## config.mk

```make
export PLATFORM = sky130hd
export DESIGN_NAME = rib_top
export DESIGN_NICKNAME = d
export VERILOG_FILES = /design/src/hdl/rib_pkg.sv /design/src/hdl/rib_req_if.sv /design/src/hdl/rib_arbiter.sv /design/src/hdl/rib_decoder.sv /design/src/hdl/rib_response_mux.sv /design/src/hdl/rib_top.sv
export SDC_FILE = /design/constraint.sdc
export NUM_CORES = 1
export LEC_CHECK = 0
export ABC_AREA = 1
export BUFFER_PORTS_ARGS = -buffer_cell sky130_fd_sc_hd__buf_2
export CORE_AREA = 2 2 461 463
export DETAILED_ROUTE_END_ITERATION = 8
export DIE_AREA = 0 0 463 465
export PLACE_DENSITY_LB_ADDON = 0.15
export SYNTH_ARGS = -nofsm -noshare
export SYNTH_HDL_FRONTEND = slang
export SYNTH_SLANG_ARGS = --single-unit
```

## constraint.sdc

```tcl
create_clock -name vclk -period 3.78
set_input_delay 0.378 -clock vclk [all_inputs]
set_output_delay 0.378 -clock vclk [all_outputs]
set_load 0.01 [all_outputs]
```

## src/hdl/rib_pkg.sv

```systemverilog
// shared widths, bus types and default words for the rib interconnect, imported by every rib block
package rib_pkg;

    // bus geometry
    localparam int ADDR_W      = 32;                     // byte address width
    localparam int DATA_W      = 32;                     // data word width
    localparam int REGION_W    = 4;                      // top nibble picks the slave
    localparam int REGION_LSB  = ADDR_W - REGION_W;      // first bit of the region field
    localparam int MASTER_ID_W = 2;                      // enough for four masters
    localparam int SLAVE_ID_W  = REGION_W;               // one slave index per region

    // bus types
    typedef logic [ADDR_W-1:0]      addr_t;              // bus address
    typedef logic [DATA_W-1:0]      word_t;              // bus data word
    typedef logic [REGION_W-1:0]    region_t;            // region nibble of an address
    typedef logic [MASTER_ID_W-1:0] master_id_t;         // master index
    typedef logic [SLAVE_ID_W-1:0]  slave_id_t;          // slave index

    // system size
    localparam int NUM_MASTERS = 4;                      // fixed, priority order names each one
    localparam int MAX_SLAVES  = 2 ** REGION_W;          // number of regions

    // master 1 is the core's instruction fetch port
    localparam master_id_t FETCH_MASTER = 2'd1;          // holds the bus when idle

    // default read values
    localparam word_t ZERO_WORD = 32'h0000_0000;         // data and non-fetch default
    localparam word_t NOP_INST  = 32'h0000_0013;         // addi x0, x0, 0

endpackage

```

## src/hdl/rib_req_if.sv

```systemverilog
// carries the winning master's request from the rib arbiter to the decoder and response mux
`timescale 1ns/1ps

interface rib_req_if import rib_pkg::*; ();

    logic       valid;                  // some master requests
    master_id_t grant;                  // index of the winner
    addr_t      addr;                   // winner's full address
    word_t      wdata;                  // winner's write word
    logic       we;                     // winner's write enable level

    // arbiter produces the granted request
    modport arb (
        output valid, grant, addr, wdata, we
    );

    // decoder needs the whole request
    modport dec (
        input  valid, grant, addr, wdata, we
    );

    // response side only needs to know who owns the bus
    modport rsp (
        input  valid, grant
    );

endinterface

```

## src/hdl/rib_arbiter.sv

```systemverilog
// fixed-priority arbiter of the rib bus that picks one master and raises the core stall flag
`timescale 1ns/1ps

module rib_arbiter import rib_pkg::*; (
    input  logic   clk_i,                            // assertion clock only
    input  logic   arst_n_i,                         // assertions off while low
    input  logic   m_req_i   [NUM_MASTERS],          // request levels per master
    input  addr_t  m_addr_i  [NUM_MASTERS],          // access addresses
    input  word_t  m_wdata_i [NUM_MASTERS],          // write words
    input  logic   m_we_i    [NUM_MASTERS],          // write enables
    rib_req_if.arb req,                              // granted request
    output logic   hold_flag_o                       // stall the core pipeline
);

    // highest priority first
    localparam master_id_t PRIO_ORDER [NUM_MASTERS] = '{2'd3, 2'd0, 2'd2, 2'd1};

    master_id_t grant;                               // winner
    logic       any_req;                             // at least one request present
    logic       other_req;                           // a non-fetch master requests

    // walk up from the lowest priority so the highest hit is kept
    always_comb begin
        grant   = FETCH_MASTER;                      // fetch port owns an idle bus
        any_req = 1'b0;
        for (int i = NUM_MASTERS - 1; i >= 0; i--) begin
            if (m_req_i[PRIO_ORDER[i]]) begin
                grant   = PRIO_ORDER[i];
                any_req = 1'b1;
            end
        end
    end

    // requests from anyone but the fetch port
    always_comb begin
        other_req = 1'b0;
        for (int i = 0; i < NUM_MASTERS; i++) begin
            if (master_id_t'(i) != FETCH_MASTER) begin
                other_req = other_req | m_req_i[i];
            end
        end
    end

    // forward the winner
    assign req.valid = any_req;
    assign req.grant = grant;
    assign req.addr  = m_addr_i[grant];              // full address, region still set
    assign req.wdata = m_wdata_i[grant];
    assign req.we    = m_we_i[grant];                // level, no handshake

    // stall whenever the fetch port loses the bus
    assign hold_flag_o = any_req && (grant != FETCH_MASTER);

    // a grant must land on a master that is really asking
    a_grant_owns_req: assert property (
        @(posedge clk_i) disable iff (!arst_n_i)
        req.valid |-> m_req_i[req.grant]
    ) else $error("rib_arbiter: grant to idle master %0d", req.grant);

    // fetch port alone must never stall the core
    a_fetch_no_hold: assert property (
        @(posedge clk_i) disable iff (!arst_n_i)
        (m_req_i[FETCH_MASTER] && !other_req) |-> !hold_flag_o
    ) else $error("rib_arbiter: hold raised for lone fetch request");

endmodule

```

## src/hdl/rib_decoder.sv

```systemverilog
// region decoder of the rib bus that steers the granted request to exactly one slave port
`timescale 1ns/1ps

module rib_decoder import rib_pkg::*; #(
    parameter int NUM_SLAVES = 8                     // slaves on regions 0 .. NUM_SLAVES-1
) (
    input  logic      clk_i,                         // assertion clock only
    input  logic      arst_n_i,                      // assertions off while low
    rib_req_if.dec    req,                           // granted request
    output addr_t     s_addr_o  [NUM_SLAVES],        // slave-local addresses
    output word_t     s_wdata_o [NUM_SLAVES],        // slave write words
    output logic      s_we_o    [NUM_SLAVES],        // slave write enables
    output logic      hit_o,                         // region has a slave behind it
    output slave_id_t sel_o                          // selected slave index
);

    // slave count has to fit the region field
    if (NUM_SLAVES < 1 || NUM_SLAVES > MAX_SLAVES) begin : g_bad_num_slaves
        $error("rib_decoder: NUM_SLAVES %0d outside 1..%0d", NUM_SLAVES, MAX_SLAVES);
    end

    region_t                 region;                 // top nibble of the granted address
    addr_t                   local_addr;             // address seen by the slave
    logic                    drive_en;               // valid request to an existing slave
    logic [NUM_SLAVES-1:0]   we_vec;                 // packed copy of the write enables

    assign region     = req.addr[ADDR_W-1:REGION_LSB];
    assign local_addr = {{REGION_W{1'b0}}, req.addr[REGION_LSB-1:0]};    // region cleared

    assign sel_o    = slave_id_t'(region);
    assign hit_o    = (int'(region) < NUM_SLAVES);   // regions above the count are unmapped
    assign drive_en = req.valid && hit_o;

    // one port per slave, quiet unless selected
    for (genvar s = 0; s < NUM_SLAVES; s++) begin : g_slave
        logic slave_sel;                             // this slave owns the access

        assign slave_sel    = drive_en && (sel_o == slave_id_t'(s));
        assign s_addr_o[s]  = slave_sel ? local_addr : addr_t'(ZERO_WORD);
        assign s_wdata_o[s] = slave_sel ? req.wdata : ZERO_WORD;
        assign s_we_o[s]    = slave_sel && req.we;
        assign we_vec[s]    = s_we_o[s];
    end

    // a write may reach at most one slave
    a_we_onehot: assert property (
        @(posedge clk_i) disable iff (!arst_n_i)
        $onehot0(we_vec)
    ) else $error("rib_decoder: several slave write enables high %b", we_vec);

endmodule

```

## src/hdl/rib_response_mux.sv

```systemverilog
// read-data return path of the rib bus, routes the selected slave to the granted master
`timescale 1ns/1ps

module rib_response_mux import rib_pkg::*; #(
    parameter int NUM_SLAVES = 8                     // slave ports present
) (
    input  logic      clk_i,                         // assertion clock only
    input  logic      arst_n_i,                      // assertions off while low
    rib_req_if.rsp    req,                           // who owns the bus
    input  logic      hit_i,                         // decoder found a slave
    input  slave_id_t sel_i,                         // decoder's slave index
    input  word_t     s_rdata_i [NUM_SLAVES],        // slave read words
    output word_t     m_rdata_o [NUM_MASTERS]        // master read words
);

    word_t sel_rdata;                                // read word of the selected slave
    logic  rsp_en;                                   // a real return exists

    assign rsp_en = req.valid && hit_i;

    // mux over present slaves only
    always_comb begin
        sel_rdata = ZERO_WORD;
        for (int s = 0; s < NUM_SLAVES; s++) begin
            if (sel_i == slave_id_t'(s)) begin
                sel_rdata = s_rdata_i[s];
            end
        end
    end

    // fetch port reads a nop so the pipeline keeps flowing
    for (genvar m = 0; m < NUM_MASTERS; m++) begin : g_master
        localparam word_t DEFAULT_WORD = (m == FETCH_MASTER) ? NOP_INST : ZERO_WORD;

        logic owns_rsp;                              // this master gets the slave word

        assign owns_rsp     = rsp_en && (req.grant == master_id_t'(m));
        assign m_rdata_o[m] = owns_rsp ? sel_rdata : DEFAULT_WORD;

        // masters off the bus see only their default word
        a_idle_default: assert property (
            @(posedge clk_i) disable iff (!arst_n_i)
            (!req.valid || req.grant != master_id_t'(m)) |->
                (m_rdata_o[m] == ((m == FETCH_MASTER) ? NOP_INST : ZERO_WORD))
        ) else $error("rib_response_mux: master %0d read %h off the bus", m, m_rdata_o[m]);
    end

endmodule

```

## src/hdl/rib_top.sv

```systemverilog
// top level of the rib interconnect that joins four masters to up to sixteen slaves
`timescale 1ns/1ps

module rib_top import rib_pkg::*; #(
    parameter int NUM_SLAVES = 8                     // slaves on the low regions
) (
    input  logic  clk_i,                             // assertion clock
    input  logic  arst_n_i,                          // async active-low reset

    // master side
    input  logic  m_req_i   [NUM_MASTERS],           // request levels
    input  addr_t m_addr_i  [NUM_MASTERS],           // access addresses
    input  word_t m_wdata_i [NUM_MASTERS],           // write words
    input  logic  m_we_i    [NUM_MASTERS],           // write enables
    output word_t m_rdata_o [NUM_MASTERS],           // read words

    // slave side
    output addr_t s_addr_o  [NUM_SLAVES],            // region-cleared addresses
    output word_t s_wdata_o [NUM_SLAVES],            // write words
    output logic  s_we_o    [NUM_SLAVES],            // write enables
    input  word_t s_rdata_i [NUM_SLAVES],            // read words

    output logic  hold_flag_o                        // core stall request
);

    rib_req_if req_if ();                            // granted request bundle

    logic      hit;                                  // decoded region has a slave
    slave_id_t sel;                                  // decoded slave index

    // pick the master
    rib_arbiter u_arbiter (
        .clk_i       (clk_i),
        .arst_n_i    (arst_n_i),
        .m_req_i     (m_req_i),
        .m_addr_i    (m_addr_i),
        .m_wdata_i   (m_wdata_i),
        .m_we_i      (m_we_i),
        .req         (req_if.arb),
        .hold_flag_o (hold_flag_o)
    );

    // steer the request to one slave
    rib_decoder #(
        .NUM_SLAVES (NUM_SLAVES)
    ) u_decoder (
        .clk_i     (clk_i),
        .arst_n_i  (arst_n_i),
        .req       (req_if.dec),
        .s_addr_o  (s_addr_o),
        .s_wdata_o (s_wdata_o),
        .s_we_o    (s_we_o),
        .hit_o     (hit),
        .sel_o     (sel)
    );

    // bring read data back
    rib_response_mux #(
        .NUM_SLAVES (NUM_SLAVES)
    ) u_rsp_mux (
        .clk_i     (clk_i),
        .arst_n_i  (arst_n_i),
        .req       (req_if.rsp),
        .hit_i     (hit),
        .sel_i     (sel),
        .s_rdata_i (s_rdata_i),
        .m_rdata_o (m_rdata_o)
    );

endmodule

```

==> results of run 1 <==
==> per-stage QoR <==
step | hold WS [ns] | std cells | setup slack [ns] | TNS [ns]
2_1_floorplan | 1.01 | 1644 | 1.46 | 0
3_3_place_gp | 1.12 | 5571 | -0.231 | -2.52
3_5_place_dp | 1.12 | 5571 | -0.190 | -1.45
4_1_cts | 1.13 | 5571 | 0.0223 | 0
5_1_grt | 1.14 | 5572 | 0.00293 | 0
6_report | 1.12 | 5592 | 0.291 | 0
==> report_power, final <==
group	total, mW	internal, mW	leakage, nW	switching [mW]
sequential	0	0	0	0
clock	0.0000000273	0.0000000272	0.000136	0
combinational	2.42	0.739	9.18	1.69
total	2.42	0.739	9.18	1.69
==> layer usage <==
| layer | part of all wire [%] | routed length, microns | vias up | track usage (%) |
|---|---|---|---|---|
| li1 | - | - | 7288 | - |
| met2 | 50 | 62700 | 916 | 20.2 |
| met5 | 0.13 | 165 | - | 0 |
| met1 | 42 | 51600 | 7138 | 13.2 |
| met4 | 1.2 | 1440 | 28 | 0.911 |
| met3 | 6.8 | 8400 | 88 | 2.56 |
==> area by class of cell <==
cell class | count | area [sq um]
fillers | 25441 | 194000
repair buffers | 1268 | 7010
multi-input cells | 1406 | 6350
well taps | 2821 | 3530
inverters | 76 | 298
diodes | 21 | 52.6
==> worst min-delay path by stage <==
stage | startpoint | endpoint | slack [ns] | depth (start not counted)
after CTS | m_addr_i[109] | s_addr_o[109] | 1.13 | 4
after detailed placement | m_addr_i[109] | s_addr_o[109] | 1.12 | 4
after global placement | m_addr_i[109] | s_addr_o[109] | 1.12 | 4
after global routing | m_addr_i[109] | s_addr_o[109] | 1.14 | 4
final | m_addr_i[109] | s_addr_o[109] | 1.12 | 4
after floorplan | s_rdata_i[96] | m_rdata_o[64] | 1.01 | 4
==> repair_timing <==
action / in CTS / in global routing
endpoints found under the setup margin: 17 / 18
pin swaps: 0 / 1
gates resized for setup: 5 / 4
==> placed cells by master (no fill, tap or decap), drive strengths merged <==
master,n
buf,1268
nand2,194
inv,76
nor2,874
nand4,33
a21oi,60
and2,4
nand3,143
o21ai,3
diode,21
or2,1
o221ai,3
o21bai,1
conb,32
o31ai,58
==> logic make-up after synthesis <==
group / share of synthesized area, %
and+or+nand+nor: 72.2
buffers and inverters: 16.7
AOI/OAI and AO/OA: 11.1
other: 0.0529
==> flow_summary_export.csv, run 1 <==
group,metric,value,unit
cells_and_area,drive_gt1_share,50.0,%
detailed_routing,dr.pass1.iters,5,
sta,finalCriticalPeriod,3.49,ns
cells_and_area,nFlopsAndLatches,0,
yosys,synthDistinctLibCells,25,
detailed_routing,vias,15458,
yosys,netlist_instances,1613,
yosys,postSynthAreaPerCell,4.40,sq um
yosys,syn-cell-area,0.00709,sq mm
floorplan,fp-row-count,169,
global_route,grt_pass1_wl,158,mm
cells_and_area,fin_nets,3274,
sta,hold_viol_final,0,
global_route,grt_max_degree,102,
cells_and_area,regArea,0,sq um
sta,setup_viol,0,
place,port_buffers,1137,
pwr,power_density,141,mW/mm^2
floorplan,core_region_area,0.211,sq mm
yosys,yosys-top-cells-area,"nor2_1 44%, nand2_1 10%, nand3_1 9.7%",
worst_setup_path,cp_slowest_cell,"buf_12",
detailed_routing,drc_errors,0,
worst_setup_path,cpPeakStageDelay,0.39,ns
worst_setup_path,worstPathMaxFanout,101,
worst_setup_path,worstPathRequired,3.40,ns
yosys,yosys-top-cells-count,"835 x nor2_1, 189 x nand2_1, 138 x nand3_1",
sta,relSlewSlack,23.0,%
detailed_routing,routedWlPerCell,22.2,microns
pwr,ir_worst_vdd,0.0000784,V
global_route,first_global_vias,15541,
yosys,yosysSeqAreaShare,0,%
worst_setup_path,crit_cells,15,
floorplan,die_area,0.215,sq mm
worst_setup_path,crit_path_start_kind,"primary input",
pwr,total_leakage_power,9.18,nW
sta,tightest_slew,1.15,ns
global_route,grtUsageTotal,10.9,%
floorplan,initial_core_util,3.36,%
worst_setup_path,setup.worst_path.start,"m_req_i[3]",
yosys,yosysTopAreaCellShare,44.2,%
place,gp_congestion,0.862,
detailed_routing,final_antenna_net_count,0,
worst_setup_path,cp_cell_sequence,"buf_2 > inv_2 > nand2_2 > buf_4 > nand3_4 > inv_6 > buf_4 > nand2_1 > nand2_1 > nor2_4 > buf_12 > nand3_4 > buf_12 > nor2_1 > buf_2",
yosys,yosys.area.top_type,"nor2_1",
global_route,overflow,0,
global_route,antenna_found_initial,61,
cells_and_area,clockBufferCount,0,
worst_setup_path,worstPathBufferInverterCount,8,
cells_and_area,fin_util,8.18,%
cells_and_area,area_growth,143,%
floorplan,die_w,463,microns
clock_network,cts_setup_buffers,0,
worst_hold_path,hp-class,"primary input to output pin",
worst_setup_path,cp_top_family,"buffers and inverters",
detailed_routing,drt-vias-per-instance,2.76,
worst_setup_path,cp.arrival,3.11,ns
sta,maxSlewViolCount,0,
detailed_routing,wl,124,mm
floorplan,top_level_ports,1171,
clock_network,hold_buffers,0,
run_status,status,"finished clean",
cells_and_area,final_area,0.0172,sq mm
job,cap_violations,0,
sta,rsz0062_at_grt,"no",
pwr,finalPower,2.42,mW
floorplan,die_h,465,microns
sta,period_share,92.3,%
yosys,synthesis.yosys.warnings,0,
place,dp_hpwl,108,mm
yosys,synth.most_common_cell,"nor2_1",
worst_setup_path,cp-end-kind,"output pin",
worst_setup_path,crit_end,"s_wdata_o[134]",
sta,fmax,287,MHz
detailed_routing,dr.first_iter.drc_count,981,
place,post_dp_cell_area,0.0172,sq mm
worst_setup_path,critPathKind,"primary input to output pin",
(Power assumes the default switching activity.)
==> run 2, diff against run 1 <==
MAX_ROUTING_LAYER = met4   (was default)
REMOVE_ABC_BUFFERS = 1   (was default)
==> flow_summary_export.csv, run 2 (synthesis results as in run 1) <==
group,metric,value,unit
worst_setup_path,cp_slowest_cell,"buf_4",
cells_and_area,clockBufferCount,0,
floorplan,die_h,465,microns
detailed_routing,dr.pass1.iters,6,
cells_and_area,final_common_cell,"buf_2",
detailed_routing,vias,15519,
worst_setup_path,cp.arrival,3.17,ns
global_route,grt_max_degree,57,
cells_and_area,fin_nets,3244,
global_route,first_global_vias,14861,
global_route,grt_pass1_wl,150,mm
sta,period_share,94.0,%
floorplan,fp-row-count,169,
detailed_routing,drt-vias-per-instance,2.79,
sta,rsz0062_at_grt,"no",
place,port_buffers,1137,
clock_network,cts_setup_buffers,0,
worst_setup_path,cp_cell_sequence,"buf_2 > inv_2 > nand2_2 > nand3_4 > inv_4 > nand2_1 > nand2_1 > a21oi_1 > buf_4 > nand2_1 > inv_2 > buf_4 > nand2_4 > buf_4 > nor2_1 > buf_2",
sta,hold_viol_final,0,
worst_setup_path,worstPathMaxFanout,47,
floorplan,die_w,463,microns
sta,setup_viol,0,
global_route,grtUsageTotal,10.6,%
place,dp_hpwl,102,mm
cells_and_area,drive_gt1_share,48.4,%
floorplan,die_area,0.215,sq mm
worst_setup_path,cpPeakStageDelay,0.53,ns
cells_and_area,fin_util,7.96,%
global_route,overflow,0,
floorplan,core_region_area,0.211,sq mm
global_route,use_met2,19.0,%
detailed_routing,dr.first_iter.drc_count,1040,
clock_network,hold_buffers,0,
worst_hold_path,hp-class,"primary input to output pin",
sta,relSlewSlack,19.5,%
detailed_routing,routedWlPerCell,21.4,microns
detailed_routing,drc_errors,0,
job,cap_violations,0,
place,pre_cts_ws,0.169,ns
floorplan,top_level_ports,1171,
cells_and_area,final_area,0.0168,sq mm
detailed_routing,wl,119,mm
detailed_routing,final_antenna_net_count,0,
global_route,grt_use_met1,13.2,%
place,gp_congestion,0.817,
global_route,gr-usage-met3,1.29,%
worst_setup_path,cp-end-kind,"output pin",
worst_setup_path,worstPathRequired,3.40,ns
cells_and_area,area_growth,137,%
run_status,status,"finished clean",
sta,fmax,281,MHz
clock_network,cts_resized,0,
cells_and_area,final_cell_mix,"1,137 x buf_2, 833 x nor2_1, 181 x nand2_1, 137 x nand3_1, 77 x buf_4",
sta,finalCriticalPeriod,3.55,ns
cells_and_area,regArea,0,sq um
place,post_dp_cell_area,0.0167,sq mm
sta,worst_slack,0.227,ns
worst_setup_path,critPathKind,"primary input to output pin",
cells_and_area,nFlopsAndLatches,0,
worst_setup_path,crit_path_start_kind,"primary input",
sta,tightest_slew,1.21,ns
floorplan,initial_core_util,3.36,%
sta,maxSlewViolCount,0,
global_route,antenna_found_initial,67,
global_route,grt.busiest_layer,"met2",
## run 2: final timing paths
path / startpoint / cells after the start / end
worst max-delay path: m_req_i[1] / 16 / s_wdata_o[109]
worst min-delay path: m_addr_i[112] / 4 / s_addr_o[208]
## run 2: layer usage
layer / wire length (microns) / share of wire (%)
met5: 0 / 0
met4: 1220 / 1.0
met3: 5610 / 4.7
met2: 60800 / 51
met1: 51600 / 43
## run 2: layout make-up
| cell class | instances | area, sq um |
|---|---|---|
| multi-input cells | 1406 | 6160 |
| well taps | 2821 | 3530 |
| repair buffers | 1238 | 6750 |
| inverters | 76 | 293 |
| diodes | 20 | 50.0 |
| fillers | 25541 | 194000 |
## run 2: critical path, delay by kind of cell
family,cells,cell delay (ns)
AO/OA/AOI/OAI,1,0.07
AND/OR/NAND/NOR,7,0.85
buffers and inverters,8,1.69
## run 2: through the flow
step           hold slack (ns)  TNS, ns  cells
2_1_floorplan             1.01  -780.32   1482
3_3_place_gp              1.21        0   5541
3_5_place_dp              1.21        0   5541
4_1_cts                   1.21        0   5541
5_1_grt                   1.24        0   5554
6_report                  1.19        0   5561
==> run 3, diff against run 2 <==
CORE_AREA = 2 2 457 459   (was 2 2 461 463)
DIE_AREA = 0 0 459 461   (was 0 0 463 465)
clock period = 3.8 ns   (was 3.78 ns; I/O delays follow)
==> flow_summary_export.csv, run 3 (synthesis results as in run 1) <==
group,metric,value,unit
run_status,status,"finished clean",
clock_network,cts_setup_buffers,0,
worst_setup_path,cp.arrival,3.13,ns
pwr,ir_worst_vdd,0.0000520,V
detailed_routing,wl,111,mm
detailed_routing,drt-vias-per-instance,2.82,
job,cap_violations,0,
sta,hold_viol_final,0,
global_route,antenna_found_initial,47,
worst_setup_path,worstPathMaxFanout,20,
worst_hold_path,min_path_cells,4,
detailed_routing,vias,15347,
clock_network,hold_buffers,0,
worst_setup_path,crit_path_start_kind,"primary input",
floorplan,initial_core_util,3.44,%
sta,maxSlewViolCount,0,
worst_setup_path,critPathKind,"primary input to output pin",
floorplan,die_h,461,microns
worst_setup_path,cp-end-kind,"output pin",
detailed_routing,drc_errors,0,
detailed_routing,dr.first_iter.drc_count,1345,
sta,rsz0062_at_grt,"no",
cells_and_area,area_growth,133,%
cells_and_area,fin_cells,5439,
pwr,power_density,131,mW/mm^2
floorplan,core_region_area,0.206,sq mm
cells_and_area,nFlopsAndLatches,0,
worst_hold_path,hp-class,"primary input to output pin",
detailed_routing,routedWlPerCell,20.5,microns
cells_and_area,fin_util,8.00,%
cells_and_area,final_cell_mix,"1,136 x buf_2, 833 x nor2_1, 181 x nand2_1, 137 x nand3_1, 69 x inv_1",
sta,period_share,92.2,%
place,gp_congestion,0.804,
place,dp_hpwl,94.6,mm
global_route,overflow,0,
sta,fmax,285,MHz
cells_and_area,multiInputGateArea,0.00615,sq mm
floorplan,die_area,0.212,sq mm
cells_and_area,regArea,0,sq um
sta,setup_viol,0,
cells_and_area,final_common_cell,"buf_2",
pwr,total_leakage_power,8.90,nW
detailed_routing,final_antenna_net_count,0,
cells_and_area,fin_nets,3231,
sta,finalCriticalPeriod,3.51,ns
global_route,grtUsageTotal,9.90,%
floorplan,die_w,459,microns
sta,tightest_slew,1.26,ns
place,dp.cells,5411,
cells_and_area,drive_gt1_share,48.0,%
cells_and_area,final_area,0.0165,sq mm
sta,relSlewSlack,15.9,%
global_route,grt_pass1_wl,138,mm
global_route,first_global_vias,14004,
detailed_routing,dr.pass1.iters,7,
place,port_buffers,1137,
clock_network,cts_resized,0,
floorplan,fp-row-count,167,
cells_and_area,nFillCells,24861,
global_route,grt_max_degree,83,
worst_setup_path,worstPathRequired,3.42,ns
cells_and_area,clockBufferCount,0,
floorplan,top_level_ports,1171,
place,post_dp_cell_area,0.0164,sq mm
[run 3: critical path, stage by stage]
cell and delay, ns:
buf_2 0.18, inv_2 0.05, nand2_2 0.15, nand3_4 0.16, inv_4 0.16, nand2_1 0.06
nand2_1 0.16, a21oi_1 0.10, buf_4 0.18, nand2_1 0.19, inv_2 0.13, buf_12 0.18
nand2_1 0.15, nand4_1 0.12, nor2_2 0.46, nor2_1 0.09, buf_2 0.17
[run 3: power by group]
part / switching, mW / total (mW) / leakage, nW / internal, mW
logic: 1.49 / 2.15 / 8.90 / 0.661
registers: 0 / 0 / 0 / 0
clock network: 0 / 0.000000618 / 0.000182 / 0.000000618
total: 1.49 / 2.15 / 8.90 / 0.661
[run 3: layout make-up]
cell class                 count  share of cell area, %
tap                         2704                   20.5
multi-input combinational   1406                   37.2
timing repair buffer        1225                   40.1
inverter                      76                   1.77
antenna                       28                  0.424
[run 3: stage by stage]
step                      setup WS [ns]  hold WS [ns]  total power [mW]  setup TNS (ns)
final                             0.295          1.19              2.15               0
after detailed placement          0.167          1.18              2.22               0
after global placement            0.124          1.18              2.23               0
after global routing            0.00508          1.22              2.34               0
after floorplan                   -1.56          1.02             0.823         -770.47
after CTS                         0.163          1.18              2.23               0
[run 3: worst paths after layout]
| path | startpoint | endpoint |
|---|---|---|
| min | m_addr_i[103] | s_addr_o[167] |
| max | m_req_i[1] | m_rdata_o[22] |
[run 3: metal layers]
layer,track usage [%],vias to the layer above,routed length [microns]
met5,-,-,0
li1,-,7219,-
met1,12.4,7230,48100
met4,0.967,0,1140
met3,1.80,66,7180
met2,17.1,832,55000
